[src/dside_pkg.sv]
// --------------------------------------------------
// types shared by the data-side port and its recorder
// every access is one aligned 32-bit word, no splits
// --------------------------------------------------
package dside_pkg;

  typedef logic [31:0] addr_t;  // byte address on the data bus
  typedef logic [31:0] data_t;
  typedef logic [3:0]  be_t;    // one enable per byte lane

  // command from outside and request on the bus share one layout
  typedef struct packed {
    logic  we;
    addr_t addr;
    be_t   be;
    data_t wdata;
  } dmem_req_t;

  typedef struct packed {
    data_t rdata;
    logic  err;
  } dmem_rsp_t;

  // one retired access as seen on the bus
  typedef struct packed {
    logic  we;
    addr_t addr;
    be_t   be;
    data_t data;  // store data or load data
    logic  err;
  } access_rec_t;

endpackage

[src/dside_cmd_issue.sv]
// --------------------------------------------------
// req follows cmd_valid_i directly, so a command
// transfers on the same cycle the bus grants it
// --------------------------------------------------
module dside_cmd_issue
  import dside_pkg::*;
#(
  parameter int unsigned PendDepth = 4
) (
  input  logic      clk_i,
  input  logic      rst_ni,
  input  logic      cmd_valid_i,
  input  dmem_req_t cmd_i,
  output logic      cmd_ready_o,
  input  logic      pend_full_i,
  input  logic      pop_i,
  output logic      req_o,
  output dmem_req_t req_data_o,
  input  logic      gnt_i,
  output logic      push_o
);

  localparam int unsigned CntW = $clog2(PendDepth + 1);

  logic [CntW-1:0] inflight_q;
  logic            limit_hit;
  logic            room;

  // granted but not yet retired, a backstop next to the queue's own full flag
  always_ff @(posedge clk_i or negedge rst_ni) begin
    if (!rst_ni) begin
      inflight_q <= '0;
    end else begin
      case ({push_o, pop_i})
        2'b10:   inflight_q <= inflight_q + 1'b1;
        2'b01:   inflight_q <= inflight_q - 1'b1;
        default: inflight_q <= inflight_q;
      endcase
    end
  end

  assign limit_hit = (inflight_q >= CntW'(PendDepth));
  assign room      = ~pend_full_i & ~limit_hit;

  assign req_o       = cmd_valid_i & room;
  assign req_data_o  = cmd_i;            // command is the request
  assign cmd_ready_o = gnt_i & room;
  assign push_o      = req_o & gnt_i;    // granted cycle

endmodule

[config.mk]
export PLATFORM = sky130hd
export DESIGN_NAME = dside_cmd_issue
export DESIGN_NICKNAME = d
export VERILOG_FILES = /design/src/dside_pkg.sv /design/src/dside_cmd_issue.sv
export SDC_FILE = /design/constraint.sdc
export NUM_CORES = 1
export LEC_CHECK = 0
export BUFFER_PORTS_ARGS = -buffer_cell sky130_fd_sc_hd__buf_2
export CAP_MARGIN = 40
export CORE_AREA = 2 2 56 58
export CTS_BUF_LIST = sky130_fd_sc_hd__clkbuf_8
export DETAILED_ROUTE_END_ITERATION = 12
export DIE_AREA = 0 0 58 60
export PLACE_DENSITY = 0.86
export SYNTH_ARGS = -nofsm -noshare
export SYNTH_HDL_FRONTEND = slang
export SYNTH_SLANG_ARGS = --single-unit
[constraint.sdc]
create_clock -name clk_i -period 4 [get_ports clk_i]
set_clock_uncertainty 0.05 [all_clocks]
set_input_delay 0.4 -clock clk_i [delete_from_list [all_inputs] [get_ports clk_i]]
set_output_delay 0.4 -clock clk_i [all_outputs]
set_load 0.02 [all_outputs]
# Word level (Yosys, flattened, before mapping)
# Cells that the tools add are included.
# word_totals
register_bits	3
latch_bits	0
ramBits	0
mem_bits_ro	0
out_inout_bits	72
n_memories	0
# classes
addsub	2
n_mul	0
n_div	0
order_cmp	1
n_eq_ne	2
n_shift	0
muxes	1
n_bitwise	6
n_reduce_logical	1
# op_table
op	n
$pmux W3 S2	1
$and A1 B1 Y1	4
$add A3 B1 Y3 const B	1
$ge A3 B3 Y1 const B	1
$sub A3 B1 Y3 const B	1
$eq A2 B1 Y1 const B	1
$eq A2 B2 Y1 const B	1
$not A1 Y1	2
$reduce_bool A2 Y1	1

# Depth between registers and ports, before layout
# depth
ltp_word	7
mapped_depth	8
mapped_depth_nobuf	8

# Least setup slack after synthesis
# OpenSTA, ideal clock, no wires.
# synth_path
path_type	input to register
start	input pend_full_i
end	register inflight_q[2]
setup_ns	0.079
t_arrival_ns	1.581
t_required_ns	3.871
setup_slack_ns	2.290
stages	8
cell_sequence	nand2b_1 -> or2_1 -> ha_1 -> inv_1 -> fa_1 -> xor2_1 -> nor2_1 -> xor2_1
# synth_between
elab_chain_len	6
elab_cells_between_ends	8
classes_between	2 x eq/ne; 1 x mux; 4 x bitwise; 1 x reduce/logical
# synth_rtl
item	line	text
start, declared	dside_cmd_issue.sv:15	input logic pend_full_i,
$not A1 Y1 *	dside_cmd_issue.sv:43	assign room = ~pend_full_i & ~limit_hit;
$and A1 B1 Y1 *	dside_cmd_issue.sv:43	
$and A1 B1 Y1 *	dside_cmd_issue.sv:45	assign req_o = cmd_valid_i & room;
$and A1 B1 Y1 *	dside_cmd_issue.sv:48	assign push_o = req_o & gnt_i;
$eq A2 B1 Y1 or $eq A2 B2 Y1 (tied branches)	dside_cmd_issue.sv:34	case ({push_o, pop_i})
$pmux W3 S2 or $reduce_bool A2 Y1 (tied branches)	n/a	
end signal, assigned	dside_cmd_issue.sv:35	2'b10: inflight_q <= inflight_q + 1'b1;
end signal, assigned	dside_cmd_issue.sv:36	2'b01: inflight_q <= inflight_q - 1'b1;
end signal, assigned	dside_cmd_issue.sv:37	default: inflight_q <= inflight_q;
end, declared	dside_cmd_issue.sv:25	logic [CntW-1:0] inflight_q;
# Every way passes the cells marked *; elsewhere a longest branch is shown, timed or not.
# A chain may end at the register's enable or synchronous reset.

# Final worst setup path
# layout_path
start	register inflight_q[2]
end	register inflight_q[2]
# layout_between
elab_chain_len	7
elab_cells_between_ends	11
classes_between	2 x add/sub; 1 x order compare; 2 x eq/ne; 1 x mux; 4 x bitwise; 1 x reduce/logical
# layout_rtl
item	line	text
$ge A3 B3 Y1	dside_cmd_issue.sv:42	assign limit_hit = (inflight_q >= CntW'(PendDepth));
$not A1 Y1	dside_cmd_issue.sv:43	
$and A1 B1 Y1	dside_cmd_issue.sv:43	
$and A1 B1 Y1	dside_cmd_issue.sv:45	
$and A1 B1 Y1	dside_cmd_issue.sv:48	
$eq A2 B1 Y1 or $eq A2 B2 Y1 (tied branches)	dside_cmd_issue.sv:34	
$pmux W3 S2 or $reduce_bool A2 Y1 (tied branches)	n/a	
# Several ways; a longest one is shown, not always the timed one.

==> results.yml <==
clock_tree:
  cts_num_sinks: 3
  numCtsBuffers: 3
  clockBufferDepth: 2
  cts_setup_buffers: 0
  ctsHoldBuffers: 1
  cts_tree: "built"
  cts_resized: 0
  insertion_delay_ps: 220
  ctsRootBufferMaster: "clkbuf_8"
  h-tree-depth: 1
  clk_pin_slew_worst_paths_ps: 30
timing:
  slew_headroom_pct: 90.9
  slew_viol_final: 0
  hold_viol_final: 0
  fin_setup_tns_ps: 0
  post-route-period-util_pct: 45.4
  fin_crit_ps: 1820
  fmax_mhz: 550
  tightest_slew_ps: 135
  final-setup-viol-count: 0
  rsz0062_at_grt: "false"
worst_hold_path:
  hold_class: "reg -> reg"
placement:
  gp_congestion: 0.624
  portBuffers: 8
  dp_hpwl_um: 950
worst_setup_path:
  path_max_fanout: 3
  critical_path_class: "reg -> reg"
  cp-end-kind: "register"
  critPathLaunchType: "register"
  worst_ep_arrival_time_ps: 1900
  cp.required_ps: 4080
floorplanning:
  chipWidth_um: 58
  num_io_pins: 147
  die-area_mm2: 0.00348
  start_util_pct: 24.3
  core-area_mm2: 0.00290
  rows: 20
  fp.dieH_um: 60
synthesis:
  synth_seq_area_share_pct: 10.6
  yosys-top-cells-area: "buf_4 73%, dfrtp_1 11%, fa_1 2.8%"
  synth_area_um2: 706
  synth_cells: 89
  syn_avg_cell_area_um2: 7.93
  syn_nets: 166
  yosys_warnings: 0
  synth-seq-cells: 3
  ys_types: 13
  synth_top_area_cell: "buf_4"
  synth.top_cell.area_share_pct: 73.4
layout:
  final_common_cell: "buf_2"
  regMostFlops: "inflight_q"
  num_antenna_cells: 0
  num-nets-final: 111
  final_cell_mix: "8 x buf_2, 4 x inv_1, 3 x nor2_1, 3 x clkbuf_8, 3 x dfrtp_1"
  top_regs: "inflight_q (3)"
  largest_register_ffs: 3
  drive_gt1_share_pct: 36.4
  fill_cells: 349
  area_delta_synth_final_pct: -54.1
route:
  drtAntennaViolNets: 0
  routed_via_density: 3.89
  drc: 0
  wire_per_inst_um: 17.6
  firstDrtPassIters: 2
  drt_iter0_markers: 2
  wl_um: 1160
  num_vias: 257
run_status:
  status: "finished, final reports clean"
pwr:
  power_mw: 0.207
  p_leak_nw: 0.164
  ir_worst_vdd_uv: 115
  power_density_mw_per_mm2: 639
global_route:
  grt_pass1_wl_um: 1530
  grt_usage_pct: 6.91
  grt_pass1_vias: 260
  grt_antenna_before_repair: 0
  grt_start_max_net_pins: 5
  grt_overflow: 0
run:
  maxCapViolCount: 0
## cells by family after synthesis
group           synth area share (%)
compound gates                 0.709
xor+xnor                        3.72
fa+ha+maj                       4.61
buf+inv                         75.5
flops                           10.6
simple gates                    4.79
## critical path, cell delays in order (launching register included)
cell and delay [ps]:
dfrtp_1 360, nand2b_1 130, or2_1 140, ha_1 190, inv_1 60, fa_1 370
xor2_1 150, nor2_1 110, xor2_1 170
## path summary, 6_finish.rpt
| kind | from | end | slack [ps] | cells after the start |
|---|---|---|---|---|
| min in group asynchronous | rst_ni | inflight_q[1] | 460 | 2 |
| max in group asynchronous | rst_ni | inflight_q[2] | 3330 | 2 |
| worst max register to register | inflight_q[2] | inflight_q[2] | 2180 | 8 |
| worst min-delay path | inflight_q[0] | inflight_q[0] | 420 | 1 |
| worst min register to register | inflight_q[0] | inflight_q[0] | 420 | 1 |
| worst max-delay path | inflight_q[2] | inflight_q[2] | 2180 | 8 |
## power by group
part           switching, mW  total (mW)  internal, mW
registers             0.0107      0.0576        0.0469
logic                 0.0338      0.0631        0.0293
clock network         0.0210      0.0864        0.0654
total                 0.0654       0.207         0.142
## stage by stage
stage | hold WS [ps] | utilization [%] | std cells | instance area (um2) | setup WS, ps
after detailed placement | 152 | 9.27 | 61 | 269 | 2090
after CTS | 425 | 11.2 | 66 | 324 | 2170
after global placement | 151 | 9.27 | 61 | 269 | 2130
after floorplan | 54.4 | - | 89 | 706 | 2290
after global routing | 446 | 11.2 | 66 | 324 | 2040
final | 422 | 11.2 | 66 | 324 | 2180
## synth_stat cells
cell	instances
buf_4	69
dfrtp_1	3
inv_1	3
nor2_1	3
nand2b_1	2
xor2_1	2
fa_1	1
ha_1	1
inv_2	1
nand2_1	1
o21ai_0	1
or2_1	1
xnor2_1	1
## metal layers
layer | global-route usage (%) | up-vias | wire, um
li1 | - | 83 | -
met1 | 3.37 | 98 | 221
met2 | 5.84 | 42 | 389
met3 | 9.52 | 34 | 322
met4 | 15.6 | 0 | 226
met5 | 0 | - | 0
## layout make-up
type                            instances  area (um2)  area share (%)
Timing Repair Buffer                    9        50.0            15.4
Tap cell                               33        41.3            12.7
Clock buffer                            3        41.3            12.7
Clock inverter                          1        3.75            1.16
Sequential cell                         3        75.1            23.2
Inverter                                4        15.0            4.63
Multi-Input combinational cell         13        97.6            30.1
Note: power is estimated with default switching activity, not from simulation.
