File: src/dside_pkg.sv
// --------------------------------------------------
// types shared by the data-side port and its recorder
// every access is one aligned 32-bit word, no splits
// --------------------------------------------------
package dside_pkg;

  typedef logic [31:0] addr_t;  // byte address on the data bus
  typedef logic [31:0] data_t;
  typedef logic [3:0]  be_t;    // one enable per byte lane

  // command from outside and request on the bus share one layout
  typedef struct packed {
    logic  we;
    addr_t addr;
    be_t   be;
    data_t wdata;
  } dmem_req_t;

  typedef struct packed {
    data_t rdata;
    logic  err;
  } dmem_rsp_t;

  // one retired access as seen on the bus
  typedef struct packed {
    logic  we;
    addr_t addr;
    be_t   be;
    data_t data;  // store data or load data
    logic  err;
  } access_rec_t;

endpackage

File: src/dside_pending_fifo.sv
// --------------------------------------------------
// holds granted requests in grant order until their
// responses return; pop on an empty queue is illegal
// --------------------------------------------------
module dside_pending_fifo
  import dside_pkg::*;
#(
  parameter int unsigned PendDepth = 4
) (
  input  logic      clk_i,
  input  logic      rst_ni,
  input  logic      push_i,
  input  dmem_req_t push_data_i,
  input  logic      pop_i,
  output dmem_req_t head_o,
  output logic      full_o
);

  localparam int unsigned PtrW = $clog2(PendDepth);
  localparam int unsigned CntW = $clog2(PendDepth + 1);

  dmem_req_t       store_q [PendDepth];
  logic [PtrW-1:0] wr_ptr_q;
  logic [PtrW-1:0] rd_ptr_q;
  logic [CntW-1:0] cnt_q;
  logic            do_push;
  logic            do_pop;

  assign full_o  = (cnt_q == CntW'(PendDepth));
  assign do_push = push_i & (~full_o | pop_i);  // full queue still takes a push with a pop
  assign do_pop  = pop_i;
  assign head_o  = store_q[rd_ptr_q];

  always_ff @(posedge clk_i or negedge rst_ni) begin
    if (!rst_ni) begin
      wr_ptr_q <= '0;
      rd_ptr_q <= '0;
      cnt_q    <= '0;
    end else begin
      if (do_push) begin
        wr_ptr_q <= (wr_ptr_q == PtrW'(PendDepth - 1)) ? '0 : wr_ptr_q + 1'b1;
      end
      if (do_pop) begin
        rd_ptr_q <= (rd_ptr_q == PtrW'(PendDepth - 1)) ? '0 : rd_ptr_q + 1'b1;
      end
      case ({do_push, do_pop})
        2'b10:   cnt_q <= cnt_q + 1'b1;
        2'b01:   cnt_q <= cnt_q - 1'b1;
        default: cnt_q <= cnt_q;
      endcase
    end
  end

  always_ff @(posedge clk_i) begin
    if (do_push) begin
      store_q[wr_ptr_q] <= push_data_i;
    end
  end

endmodule

File: config.mk
export PLATFORM = sky130hd
export DESIGN_NAME = dside_pending_fifo
export DESIGN_NICKNAME = d
export VERILOG_FILES = /design/src/dside_pkg.sv /design/src/dside_pending_fifo.sv
export SDC_FILE = /design/constraint.sdc
export NUM_CORES = 1
export LEC_CHECK = 0
export BUFFER_PORTS_ARGS = -buffer_cell sky130_fd_sc_hd__buf_2
export CAP_MARGIN = 15
export CORE_MARGIN = 2
export CORE_UTILIZATION = 35
export CTS_CLUSTER_SIZE = 28
export DETAILED_ROUTE_END_ITERATION = 12
export GPL_TIMING_DRIVEN = 0
export PLACE_DENSITY = 0.49
export SKIP_CTS_REPAIR_TIMING = 1
export SLEW_MARGIN = 15
export SYNTH_ARGS = -nofsm -noshare
export SYNTH_HDL_FRONTEND = slang
export SYNTH_SLANG_ARGS = --single-unit
File: constraint.sdc
create_clock -name clk_i -period 4.7 [get_ports clk_i]
set_input_delay 0.47 -clock clk_i [delete_from_list [all_inputs] [get_ports clk_i]]
set_output_delay 0.47 -clock clk_i [all_outputs]
set_load 0.01 [all_outputs]
---- After elaboration in Yosys (flattened, before gate mapping) ----
Memories as Yosys holds them, arrays and structs flattened.
Index checks and enable logic that the tools add are counted.
word-level totals
  output and inout bits ................... 70
  memories ................................ 1
  bits in writable memories ............... 276
  bits of input ports ..................... 73
  flip-flop bits (word level) ............. 7
memory list
  memory   words  bits a word  read ports  clocked after Yosys merged registers in  write ports  RTL line                  source
  store_q  4      69           1           0                                        1            dside_pending_fifo.sv:22  dmem_req_t store_q [PendDepth];
cells by class
  $add $sub $neg .......................... 4
  equality and inequality tests ........... 5
  bitwise operators ....................... 3
  muxes and demuxes ....................... 5
  reduce and logical (&&, ||, !) cells .... 1
operator list
  kind                                                  number
  equality test 2 bit (second input constant)           3
  case mux 3 bit (2 select lines)                       1
  adder 2 x 1 -> 2 bit (second input constant)          2
  2-to-1 mux 2 bit                                      2
  adder 3 x 1 -> 3 bit (second input constant)          1
  equality test 3 bit (second input constant)           1
  subtractor 3 x 1 -> 3 bit (second input constant)     1
  equality test 2 x 1 -> 1 bit (second input constant)  1
  2-to-1 mux 1 bit                                      2
  nonzero test 2 bit                                    1
  bitwise AND 1 bit                                     1
  NOT 1 bit                                             1
  bitwise OR 1 bit                                      1

---- Longest topological paths before layout ----
  word-level depth ........................ 6
  gate-level depth with buffers ........... 6

---- Least setup slack after synthesis ----
Ideal clock, no wire load.
  path type ............................... flip-flop to flip-flop
  from .................................... register cnt_q[2]
  to ...................................... memory store_q[0][0] (netlist name) (enable)
  path slack .............................. 1.882 ns
  stages on the path, launching flop included .. 4
  period minus slack after synthesis ...... 2.818 ns
  buffers on the path ..................... 0
  arrival time ............................ 2.384 ns
  cells stage by stage .................... dfrtp_1 or3b_4 o21a_4 and2_1
on the way
  longest elaborated chain between the ends .. 6
ends and longest elaborated chain
  element                                 RTL line                  source
  start: declaration                      dside_pending_fifo.sv:25  logic [CntW-1:0] cnt_q;
  start signal: assignment                dside_pending_fifo.sv:47  2'b10: cnt_q <= cnt_q + 1'b1;
  start signal: assignment                dside_pending_fifo.sv:48  2'b01: cnt_q <= cnt_q - 1'b1;
  start signal: assignment                dside_pending_fifo.sv:49  default: cnt_q <= cnt_q;
  equality test 3 bit                     dside_pending_fifo.sv:29  assign full_o = (cnt_q == CntW'(PendDepth));
  NOT 1 bit                               dside_pending_fifo.sv:30  assign do_push = push_i & (~full_o | pop_i);
  bitwise OR 1 bit                        dside_pending_fifo.sv:30
  bitwise AND 1 bit                       dside_pending_fifo.sv:30
  2-to-1 mux 1 bit                        dside_pending_fifo.sv:55  if (do_push) begin
  2-to-1 mux 1 bit (implied by the code)  dside_pending_fifo.sv:56  store_q[wr_ptr_q] <= push_data_i;
  end: declaration                        dside_pending_fifo.sv:22
Every way passes these cells.

==> metrics.yaml <==
status: "finished, final reports clean"
synth.avg_cell_area_sq_um: 25.73
syn_area_sq_mm: 0.01040
grt.overflow.total: 0
clock-sinks: 283
yosysWarnings: 0
start_kind: "flop"
critPathArrivalTime_ns: 2.59
dpl_cell_area_sq_mm: 0.01172
tns_ns: 0
dpl.hpwl_microns: 12060
hold_violations: 0
p_leak_nw: 4.314
ys_ff_latch: 283
syn_nets: 483
initialDrtViolationCount: 326
end_kind: "primary output"
mostFrequentLayoutCell: "edfxtp_1"
worst_pin_slew_ns: 0.7271
fin_worst_skew_ns: 0.01245
grtUsageTotal: 0.1291
start_util: 0.3526
area_growth_pct: 21.89
total_power_mw: 7.585
die_w_microns: 176.3
slew_headroom: 0.5153
clkTransAtPathRegs_ns: 0.06
cts-root-buf: "clkbuf_16"
die_area_sq_mm: 0.03110
wire_per_inst_microns: 20.13
fin_ws_ns: 1.638
grt_max_degree: 45
cp_data_required_time_ns: 4.23
nNetsFinal: 662
finalSetupViolCount: 0
dp_slack_ns: 2.160
fin_crit_ns: 3.063
cts_made_buffers: 30
clock_path_buffers: 3
route.detailed.drc: 0
period_share: 0.6516
io_buffers: 142
vias: 4773
crit_type: "reg -> out"
wirelength_microns: 20070
dr.pass1.iters: 6
row_count: 63
vdd_drop_max_mv: 0.2983
grt_pass1_wl_microns: 30070
final_area_sq_mm: 0.01267
powerDensity_mw_per_mm2: 598.5
finalMaxSlewViolations: 0
fp.dieH_microns: 176.3
whs_ns: 0.1294
cts_tree: "done"
netlist_instances: 404
antennaDiodeCount: 0
grt_pass1_vias: 5169
hp-class: "in -> reg"
whs_path_depth: 1
viasPerCell: 4.787
rsz0062_at_grt: "no"
fillCellCount: 2602
worstRegToRegCells: 4
layout_common_cells: "276 x edfxtp_1, 142 x buf_2, 69 x mux4_2"
yosysUniqueCellTypes: 23
antenna_found_initial: 0
clkLatencyLatePin_ns: 0.55
max_freq_mhz: 326.5
gp_congestion: 0.6851
ant_nets: 0
crit_fanout: 10
core_region_area_sq_mm: 0.02948
io_pins: 143
layout-drive-gt1-share: 0.4498
htreeDepth: 1
max_cap_violations: 0
yosysSeqAreaShare: 0.8141
-- final cells by class --
class | count | area [sq um] | area share
clock buffer | 40 | 808.3 | 0.06378
inverter | 6 | 22.52 | 0.001777
buffer | 16 | 86.33 | 0.006813
tap | 390 | 488.0 | 0.03851
clock inverter | 16 | 138.9 | 0.01096
timing repair buffer | 147 | 830.8 | 0.06556
sequential | 283 | 8463 | 0.6678
multi-input combinational | 99 | 1834 | 0.1447
-- synth_stat cells --
cell	instances	share of area
clkbuf_1	9	0.0032
inv_1	6	0.0022
and2_1	4	0.0024
o21a_1	1	0.00072
nor2_1	2	0.00072
fa_1	1	0.0019
mux4_2	69	0.15
nand3b_1	1	0.00072
o32ai_1	1	0.00084
o21a_4	1	0.0014
ha_1	5	0.0060
nor2b_1	2	0.0012
buf_4	7	0.0051
mux2_4	2	0.0029
mux2i_1	1	0.00096
dfrtp_1	7	0.017
o311ai_1	1	0.00084
nand2b_1	2	0.0012
mux2_2	1	0.0011
or3b_4	1	0.0011
o21ai_1	1	0.00048
a21oi_1	3	0.0014
edfxtp_1	276	0.80
-- metrics by stage --
stage               utilization  cells
CTS                      0.4295    996
finish                   0.4298    997
floorplan                     -    404
detailed placement       0.3974    940
global route             0.4298    997
global placement         0.3933    936
-- sequential cells by signal, summed over array words and instances, names as in the netlist --
| name | cells |
|---|---|
| store_q | 276 |
| cnt_q | 3 |
| rd_ptr_q | 2 |
| wr_ptr_q | 2 |
-- cell families after synthesis --
family / Yosys count / synth area share
AND/OR/NAND/NOR: 12 / 0.007341
flip-flops: 283 / 0.8141
multiplexers: 73 / 0.1544
AO/OA/AOI/OAI: 8 / 0.005776
buffers and inverters: 22 / 0.01047
adder cells (fa/ha/maj): 6 / 0.007943
-- where the power goes --
| group | switching [mW] | leakage (nW) | total, mW | internal, mW |
|---|---|---|---|---|
| Combinational | 1.08 | 1.24 | 1.95 | 0.867 |
| Clock | 0.917 | 0.458 | 2.23 | 1.31 |
| Sequential | 0.101 | 2.61 | 3.41 | 3.31 |
-- final timing paths --
kind / start / end / slack (ns)
worst max register to register: cnt_q[2] / store_q[1][8] / 2.71
worst max-delay path: rd_ptr_q[1] / head_o[59] / 1.64
worst min-delay path: push_data_i[28] / store_q[2][28] / 0.13
worst min register to register: cnt_q[2] / cnt_q[2] / 0.50
max in group asynchronous: rst_ni / cnt_q[2] / 4.26
min in group asynchronous: rst_ni / cnt_q[0] / 0.27
-- critical path, cell delays in order (launching register included) --
cell,delay (ns)
dfrtp_1,0.35
clkbuf_1,0.47
clkbuf_1,0.62
mux4_2,0.42
buf_2,0.17
-- per-layer routing --
layer,vias to the layer above,share of wire,global-route usage
met4,0,0.026,0.03719
met1,2525,0.43,0.1716
met5,-,0,0
met2,123,0.49,0.2160
li1,2091,-,-
met3,34,0.054,0.02713
Power figures use the tool's default switching activity.
