**src/dside_pkg.sv**
```systemverilog
// --------------------------------------------------
// types shared by the data-side port and its recorder
// every access is one aligned 32-bit word, no splits
// --------------------------------------------------
package dside_pkg;

  typedef logic [31:0] addr_t;  // byte address on the data bus
  typedef logic [31:0] data_t;
  typedef logic [3:0]  be_t;    // one enable per byte lane

  // command from outside and request on the bus share one layout
  typedef struct packed {
    logic  we;
    addr_t addr;
    be_t   be;
    data_t wdata;
  } dmem_req_t;

  typedef struct packed {
    data_t rdata;
    logic  err;
  } dmem_rsp_t;

  // one retired access as seen on the bus
  typedef struct packed {
    logic  we;
    addr_t addr;
    be_t   be;
    data_t data;  // store data or load data
    logic  err;
  } access_rec_t;

endpackage

```
**src/dside_retire.sv**
```systemverilog
// --------------------------------------------------
// rvalid cannot stall, so the queue head is popped on
// every response; the record is one cycle behind it
// --------------------------------------------------
module dside_retire
  import dside_pkg::*;
(
  input  logic        clk_i,
  input  logic        rst_ni,
  input  logic        rvalid_i,
  input  dmem_rsp_t   rsp_i,
  input  dmem_req_t   head_i,
  output logic        pop_o,
  output logic        rec_valid_o,
  output access_rec_t rec_o
);

  logic        rec_valid_q;
  access_rec_t rec_q;
  access_rec_t rec_d;

  assign pop_o = rvalid_i;

  always_comb begin
    rec_d.we   = head_i.we;
    rec_d.addr = head_i.addr;
    rec_d.be   = head_i.be;
    rec_d.data = head_i.we ? head_i.wdata : rsp_i.rdata;  // stores report what was written
    rec_d.err  = rsp_i.err;
  end

  always_ff @(posedge clk_i or negedge rst_ni) begin
    if (!rst_ni) begin
      rec_valid_q <= 1'b0;
    end else begin
      rec_valid_q <= rvalid_i;
    end
  end

  always_ff @(posedge clk_i) begin
    if (rvalid_i) begin
      rec_q <= rec_d;
    end
  end

  assign rec_valid_o = rec_valid_q;
  assign rec_o       = rec_q;

endmodule

```
**config.mk**
```make
export PLATFORM = sky130hd
export DESIGN_NAME = dside_retire
export DESIGN_NICKNAME = d
export VERILOG_FILES = /design/src/dside_pkg.sv /design/src/dside_retire.sv
export SDC_FILE = /design/constraint.sdc
export NUM_CORES = 1
export LEC_CHECK = 0
export BUFFER_PORTS_ARGS = -buffer_cell sky130_fd_sc_hd__buf_4
export CORE_ASPECT_RATIO = 1.75
export CORE_MARGIN = 5
export CORE_UTILIZATION = 40
export DETAILED_ROUTE_END_ITERATION = 7
export PLACE_DENSITY = 0.83
export SYNTH_ARGS = -nofsm -noshare
export SYNTH_HDL_FRONTEND = slang
export SYNTH_SLANG_ARGS = --single-unit
export TNS_END_PERCENT = 50
```
**constraint.sdc**
```tcl
create_clock -name clk_i -period 0.8 [get_ports clk_i]
set_input_delay 0.12 -clock clk_i [delete_from_list [all_inputs] [get_ports clk_i]]
set_output_delay 0.12 -clock clk_i [all_outputs]
set_load 0.005 [all_outputs]
```
Yosys cells after proc, flatten, opt, wreduce, memory -nomap -nowiden
Cells that the tools add are included.

Bits in registers: 71. Input bits: 105. Logic and storage cells: 7.

Mux-type cells: 1.

Operator list (number): $mux 32 (1).

Logic depth before layout (Yosys ltp)
Gate-level depths: netlist (run 1).

Depth after elaboration: 1. Mapped depth: 3. Mapped depth without buffers: 1.

Least setup slack after synthesis (run 1)
OpenSTA, ideal clock, no wires.

Kind: input -> register. From: input port head_i[68] (netlist name). To: register rec_q, in the netlist rec_o[10] (data pin). Arrival time: 0.661 ns. Setup slack: -0.122 ns. Stages on the path: 3. Path buffers: 2. Path through: buf_6 -> buf_12 -> mux2_4.

RTL lines: start: declaration (RTL line dside_retire.sv:12) `input dmem_req_t head_i,`; end signal: assignment (RTL line dside_retire.sv:42) `rec_q <= rec_d;`; end: declaration (RTL line dside_retire.sv:19) `access_rec_t rec_q;`.

Final worst setup path (run 1)
From: register rec_q, in the netlist rec_o[27]. To: output port rec_o[27] (netlist name).

RTL lines: end: declaration (RTL line dside_retire.sv:15) `output access_rec_t rec_o`.

No word-level cell between the ends.

==> flow_metrics.tcl, run 1 <==
set metrics [dict create \
    max_slew_margin_pct 88.72 \
    first_pass_iters 4 \
    initial_core_util_pct 40.97 \
    cts_setup_buffers 0 \
    dpl_cell_area_sq_um 4149 \
    violations "setup timing" \
    crit_family "flip-flops" \
    clock-root-buffer "clkbuf_16" \
    finalCriticalPeriod_ns 1.005 \
    grt_pass1_wl_mm 12.20 \
    endpoint "rec_o[27]" \
    start_kind "flip-flop" \
    rows 39 \
    num_antenna_cells 0 \
    ys_seq_area_share_pct 79.40 \
    hold_viol_final 0 \
    tightest_slew_ns 0.1693 \
    cp.buffers_inverters 1 \
    hpwl_mm 5.839 \
    finalSetupViolations 71 \
    crit_cells 1 \
    synth.distinct_cells 7 \
    clkPwrFrac_pct 38.6 \
    clock_path_buffers 2 \
    ant_nets 0 \
    die-area_sq_um 8498 \
    postSynthCellCount 108 \
    syn_area_sq_um 2679 \
    yosys_warnings 0 \
    clkTransAtPathRegs_ns 0.06 \
    switching_power_mw 1.974 \
    grt_pass1_vias 2230 \
    drcViolationCount 0 \
    fin_util_pct 75.33 \
    rsz0062_at_grt "yes" \
    io_buffers 176 \
    ys_ff_latch 71 \
    worstPathArrival_ns 0.89 \
    drv_cap 0 \
    syn-num-nets 213 \
    critPathMaxFanout 1 \
    cpMaxStageDelayCell "edfxtp_1" \
    drt_wl_total_mm 8.383 \
    slowest_delay_ns 0.41 \
    required_ns 0.68 \
    fin_crit_sh_pct 125.6 \
    hold_path.startpoint "rsp_i[8]" \
    drtIter0Drc 120 \
    num_vias 1963 \
    area_growth_pct 83.89 \
    end_kind "output port" \
    numCtsBuffers 9 \
    grt.total_usage_pct 20.00 \
    grt_remaining_overflow 0 \
    io_pins 177 \
    cts_sinks 71 \
    outcome "finished with violations" \
    fmax_mhz 994.9 \
    intPower_mw 8.031 \
    fillers 385 \
    final_area_sq_um 4926 \
    die_w_um 71.86 \
    core_area_sq_um 6539 \
    place_ws_ns -0.2272 \
    pwr_density_cell_nw_per_um2 2031 \
    pwr-share-comb_pct 15.7 \
    cts_tree "done" \
    slew_viol_final 0 \
    grt_max_degree 21 \
    via_per_inst 4.619 \
    antenna_found_initial 0 \
    crit_type "reg -> out" \
    hp-class "in -> reg" \
    drive_above_1_share_pct 67.64 \
    pwr-share-seq_pct 45.7 \
    crit_chain "buf_6" \
    synth.avg_cell_area_sq_um 24.80 \
    final.setup.tns_ns -10.94 \
    netSwitchingFraction_pct 19.73 \
    die-height_um 118.3 \
    drt-wirelength-per-cell_um 19.72 \
    nets 443 \
    ir_drop_mv 1.938 \
    gp_congestion 0.7015 \
    p_leak_nw 2.203 \
    htree_levels 3 \
    setup_slack_ns -0.2052 \
    crit_start "rec_o[27]$_DFFE_PP_" \
]
==> cell type report <==
cell class              count  area, sq um  area share [%]
flip-flops and latches     71         2127           43.18
repair buffers            224         1932           39.22
multi-input cells          32        473.0           9.601
clock buffers              12        246.5           5.004
well taps                  82        102.6           2.083
clock inverters             4        45.04          0.9144
==> worst min-delay path by stage <==
| stage | cells after the start | end | slack, ns |
|---|---|---|---|
| final | 2 | rec_o[8]$_DFFE_PP_ | 0.09 |
| after global routing | 2 | rec_o[8]$_DFFE_PP_ | 0.07 |
| after CTS | 2 | rec_valid_o$_DFF_PN0_ | 0.08 |
| after detailed placement | 1 | rec_valid_o$_DFF_PN0_ | -0.10 |
| after global placement | 1 | rec_valid_o$_DFF_PN0_ | -0.10 |
| after floorplan | 0 | rec_valid_o$_DFF_PN0_ | -0.18 |
==> flip-flops by register name, summed over array words and instances (netlist names) <==
signal       cells
rec_valid_o      1
rec_o           70
==> cells in the mapped netlist (all sizes together) <==
library cell / n / area, sq um
edfxtp: 70 / 2102
buf: 5 / 78.83
dfrtp: 1 / 25.02
mux2: 32 / 473.0
==> layout by cell type, fill, tap and decap left out <==
cell           instances
buf_6                 28
edfxtp_1              70
bufinv_16              1
clkbuf_8               1
clkinv_2               3
dlygate4sd3_1         38
clkbuf_16              9
clkbuf_1               2
buf_4                154
buf_12                 4
dfrtp_1                1
mux2_2                 2
mux2_4                30
==> power groups by stage <==
stage               Combinational, mW  Sequential [mW]  Clock, mW
floorplan                       0.285             4.65          0
global placement                 1.30             4.60          0
detailed placement               1.33             4.61          0
CTS                              1.52             4.55       3.94
global route                     1.66             4.59       4.13
finish                           1.57             4.57       3.87
==> timing repair <==
| item | 4_1_cts | 5_1_grt |
|---|---|---|
| hold buffers | 38 | 0 |
| gates cloned | 0 | 0 |
| hold endpoints to repair | 38 | 0 |
| pin swaps | 0 | 0 |
| endpoints found under the setup margin | 71 | 71 |
| resized for setup | 9 | 19 |
==> layer usage <==
layer  global-route usage (%)  wire, um
met1                    17.76      2495
met2                    36.64      4723
met3                    9.261       845
met4                    9.412       318
met5                        0         0
==> kinds of logic after synthesis <==
family,synth area share [%]
buffers and inverters,2.943
flip-flops,79.40
multiplexers,17.66
==> stage by stage <==
step           power, mW  hold slack (ns)  std cells
2_1_floorplan      4.937          -0.1756        108
3_3_place_gp       5.902          -0.1040        371
3_5_place_dp       5.941          -0.1029        371
4_1_cts            10.00          0.07839        425
5_1_grt            10.38          0.07257        425
6_report           10.00          0.08535        425
Power figures use the tool's default switching activity.
==> run 2, diff against run 1 <==
Settings changed: CORE_ASPECT_RATIO 1.75 to unset.
==> run 2 against run 1 <==
The run still ends with setup timing left. Global-route usage decreased by 1.7 points. Maximum frequency rose by 0.61%. Clock-buffer cell count fell by 1. Die area shrank 0.75%. Wire length fell by 8.4%. Final cell count fell by 1.6%. Via count down 3.7%. Total power fell by 10%. Core utilization up 0.35 points. Largest cell class unchanged. Largest power group unchanged.
==> flow_metrics.tcl, run 2 (synthesized netlist as in run 1, its figures left out) <==
set metrics [dict create \
    outcome "finished with violations" \
    violations "setup timing" \
    hold_viol_final 0 \
    grt_remaining_overflow 0 \
    hpwl_mm 5.658 \
    cts_sinks 71 \
    rsz0062_at_grt "yes" \
    pwr-share-seq_pct 51.0 \
    die-height_um 91.84 \
    rows 29 \
    hold_path_depth 2 \
    die-area_sq_um 8434 \
    switching_power_mw 1.881 \
    nets 441 \
    crit_cells 1 \
    initial_core_util_pct 41.71 \
    fin_hold_ws_ns 0.08440 \
    area_growth_pct 81.46 \
    via_per_inst 4.524 \
    end_kind "output port" \
    clkPwrFrac_pct 31.4 \
    dpl_cell_area_sq_um 4128 \
    die_w_um 91.84 \
    place_ws_ns -0.2136 \
    netSwitchingFraction_pct 20.97 \
    clock_path_buffers 2 \
    mostFrequentLayoutCell "buf_4" \
    slowest_delay_ns 0.42 \
    crit_type "reg -> out" \
    start_kind "flip-flop" \
    antenna_found_initial 0 \
    numCtsBuffers 9 \
    largest_reg_flops 70 \
    tightest_slew_ns 0.1387 \
    hp-class "in -> reg" \
    fin_crit_sh_pct 124.9 \
    num_vias 1891 \
    io_pins 177 \
    num_antenna_cells 0 \
    core_area_sq_um 6422 \
    grt_pass1_vias 2120 \
    worstPathArrival_ns 0.88 \
    drcViolationCount 0 \
    slew_viol_final 0 \
    drv_cap 0 \
    critPathMaxFanout 1 \
    drt-wirelength-per-cell_um 18.36 \
    io_buffers 176 \
    clkTransAtPathRegs_ns 0.08 \
    grt_pass1_wl_mm 11.25 \
    required_ns 0.68 \
    mostFrequentLayoutCells "139 x buf_4, 70 x edfxtp_1, 41 x buf_6, 38 x dlygate4sd3_1, 30 x mux2_4" \
    grt.total_usage_pct 18.27 \
    final_area_sq_um 4861 \
    gp_congestion 0.7557 \
    crit_family "flip-flops" \
    crit_chain "buf_6" \
    clock-root-buffer "clkbuf_8" \
    cp.buffers_inverters 1 \
    intPower_mw 7.090 \
    ir_drop_mv 1.100 \
    ant_nets 0 \
    drive_above_1_share_pct 67.74 \
    cts_tree "done" \
    pwr-share-comb_pct 17.6 \
    fin_cells 418 \
    cts_setup_buffers 0 \
    htree_levels 3 \
    max_slew_margin_pct 90.76 \
    finalSetupViolations 71 \
    grt_max_degree 27 \
    setup_slack_ns -0.1990 \
    cpMaxStageDelayCell "edfxtp_1" \
    pwr_density_cell_nw_per_um2 1846 \
    drt_wl_total_mm 7.675 \
    fmax_mhz 1001 \
    drtIter0Drc 41 \
    first_pass_iters 4 \
    p_leak_nw 2.155 \
    finalCriticalPeriod_ns 0.9990 \
    placed_cells 364 \
]
run 2: cell types whose count changed in the layout (fill, tap and decap cells not counted), moves of 2 or more:
| cell | change |
|---|---|
| buf_4 | -15 |
| clkinv_2 | -2 |
| clkbuf_16 | -9 |
| buf_6 | +13 |
| clkinvlp_4 | +3 |
| clkbuf_8 | +9 |
run 2: stage by stage:
stage | TNS [ns] | util, % | power (mW)
after floorplan | -3.438 | - | 4.937
after global routing | -15.51 | 75.69 | 9.350
after CTS | -13.79 | 74.34 | 8.993
after global placement | -5.662 | 64.27 | 5.903
after detailed placement | -6.118 | 64.27 | 5.953
final | -11.96 | 75.69 | 8.971
run 2: path summary, 6_finish.rpt:
check	startpoint	to	slack [ns]
max in group asynchronous	rst_ni	rec_valid_o$_DFF_PN0_	0.61
min in group asynchronous	rst_ni	rec_valid_o$_DFF_PN0_	0.10
worst max-delay path	rec_o[33]$_DFFE_PP_	rec_o[33]	-0.20
worst min-delay path	head_i[24]	rec_o[25]$_DFFE_PP_	0.08
run 2: final cells by class:
cell class              instances  area (sq um)
flip-flops and latches         71          2127
clock buffers                  11         141.4
fillers                       378          1562
well taps                      77         96.34
repair buffers                222          1966
multi-input cells              32         473.0
clock inverters                 5         57.56
run 2: what timing repair did:
action	CTS	global route
resized for setup	18	23
pin swaps	0	0
cloned	0	0
endpoints found under the setup margin	71	71
endpoints found under the hold margin	38	0
hold buffers	38	0
run 2: routing by layer:
layer	vias up	GRT usage, %	routed length [um]
met5	-	0	0
met1	878	17.62	2521
met3	10	9.902	1005
met4	0	8.663	114
met2	122	31.83	4033
li1	881	-	-
run 2: power groups by stage:
stage	clock [mW]	sequential [mW]	combinational, mW
finish	2.81	4.57	1.58
global placement	0	4.60	1.30
global route	3.07	4.60	1.68
detailed placement	0	4.62	1.33
CTS	2.90	4.56	1.53
floorplan	0	4.65	0.285
==> run 3, diff against run 2 <==
Settings changed: PLACE_DENSITY 0.83 to unset, PLACE_DENSITY_LB_ADDON set to 0.1.
Clock period 0.8 ns to 1.06 ns, I/O delays scaled along.
==> run 3 against run 2 <==
The flow now finishes without violations. Largest cell class unchanged. Die area did not move. Critical path depth did not move. Total power fell by 26%. First-iteration DRC count rose by 54%. Critical path type unchanged. Global-route usage fell by 0.76 points. Highest routed layer unchanged. Sequential cell count did not move. Clock-buffer cell count fell by 2. Worst setup slack improved by 0.20 ns. Hold slack improved by 0.030 ns. Core utilization fell by 1.7 points. Via count rose by 0.90%. Final area fell by 2.2%.
==> flow_metrics.tcl, run 3 (synthesized netlist as in run 1, its figures left out) <==
set metrics [dict create \
    outcome "completed" \
    antenna_found_initial 0 \
    die-height_um 91.84 \
    cts_sinks 71 \
    grt_max_degree 21 \
    io_pins 177 \
    required_ns 0.90 \
    num_antenna_cells 0 \
    grt_pass1_wl_mm 11.14 \
    crit_chain "buf_4" \
    area_growth_pct 77.44 \
    first_pass_iters 4 \
    finalCriticalPeriod_ns 1.056 \
    hold_viol_final 0 \
    drv_cap 0 \
    drcViolationCount 0 \
    core_area_sq_um 6422 \
    clkTransAtPathRegs_ns 0.08 \
    numCtsBuffers 9 \
    htree_levels 3 \
    nets 440 \
    crit_family "flip-flops" \
    fin_util_pct 74.01 \
    clock_path_buffers 2 \
    fillers 392 \
    drive_above_1_share_pct 67.06 \
    ir_drop_mv 0.6936 \
    mostFrequentLayoutCell "buf_4" \
    die-area_sq_um 8434 \
    slowest_delay_ns 0.40 \
    initial_core_util_pct 41.71 \
    rows 29 \
    end_kind "output port" \
    grt_pass1_vias 2100 \
    tightest_slew_ns 0.1596 \
    clock-root-buffer "clkbuf_8" \
    drt_wl_total_mm 7.336 \
    start_kind "flip-flop" \
    cts_tree "done" \
    num_vias 1908 \
    grt_remaining_overflow 0 \
    grt.total_usage_pct 17.52 \
    drtIter0Drc 63 \
    ant_nets 0 \
    via_per_inst 4.576 \
    finalPower_mw 6.607 \
    finalSetupViolations 0 \
    gp_congestion 0.7034 \
    rsz0062_at_grt "yes" \
    hpwl_mm 5.335 \
    critPathMaxFanout 1 \
    max_slew_margin_pct 89.36 \
    mostFrequentLayoutCells "164 x buf_4, 70 x edfxtp_1, 38 x dlygate4sd3_1, 30 x mux2_4, 14 x buf_6" \
    pwr_density_cell_nw_per_um2 1390 \
    p_leak_nw 2.125 \
    crit_type "reg -> out" \
    drt-wirelength-per-cell_um 17.59 \
    cpMaxStageDelayCell "edfxtp_1" \
    io_buffers 176 \
    cts_setup_buffers 0 \
    fin_crit_sh_pct 99.64 \
    cp.buffers_inverters 1 \
    slew_viol_final 0 \
    fmax_mhz 946.8 \
    largest_reg_flops 70 \
    die_w_um 91.84 \
    hp-class "in -> reg" \
    worstPathArrival_ns 0.90 \
]
run 3: cell type report:
type,count,area (sq um),share of cell area (%)
well taps,77,96.34,2.027
repair buffers,221,1869,39.33
multi-input cells,32,473.0,9.950
flip-flops and latches,71,2127,44.75
clock buffers,9,123.9,2.606
clock inverters,7,63.81,1.342
run 3: worst paths after layout:
kind / end / start / cells after the start
max in group asynchronous: rec_valid_o$_DFF_PN0_ / rst_ni / 2
max: rec_o[34] / rec_o[34]$_DFFE_PP_ / 1
min in group asynchronous: rec_valid_o$_DFF_PN0_ / rst_ni / 2
min: rec_o[29]$_DFFE_PP_ / head_i[28] / 2
run 3: stage by stage:
step | hold WS, ns | instance area (sq um) | setup TNS [ns] | std cells | worst slack, ns
after floorplan | -0.1366 | 2679 | 0 | 108 | 0.09949
after global placement | -0.06605 | 4133 | 0 | 363 | 0.02775
after detailed placement | -0.06385 | 4133 | 0 | 363 | 0.008739
after CTS | 0.09715 | 4705 | -0.01516 | 417 | -0.006876
after global routing | 0.08890 | 4753 | -0.3717 | 417 | -0.04593
final | 0.1140 | 4753 | 0 | 417 | 0.003859
run 3: what timing repair did:
item	4_1_cts	5_1_grt
endpoints found under the setup margin	3	27
hold buffers	38	0
endpoints found under the hold margin	38	0
gates resized for setup	1	13
run 3: report_power, final:
part,switching (mW),internal [mW],total (mW)
registers,0.0760,3.35,3.43
clock network,0.977,1.07,2.04
logic,0.336,0.796,1.13
total,1.39,5.22,6.61
run 3: layer usage:
layer	wire length [um]	up-vias	share of wire, %	track usage [%]
met5	0	-	0	0
met4	165	0	2.2	6.931
met3	787	16	11	8.183
met2	3752	117	51	30.07
met1	2629	896	36	18.74
li1	-	879	-	-
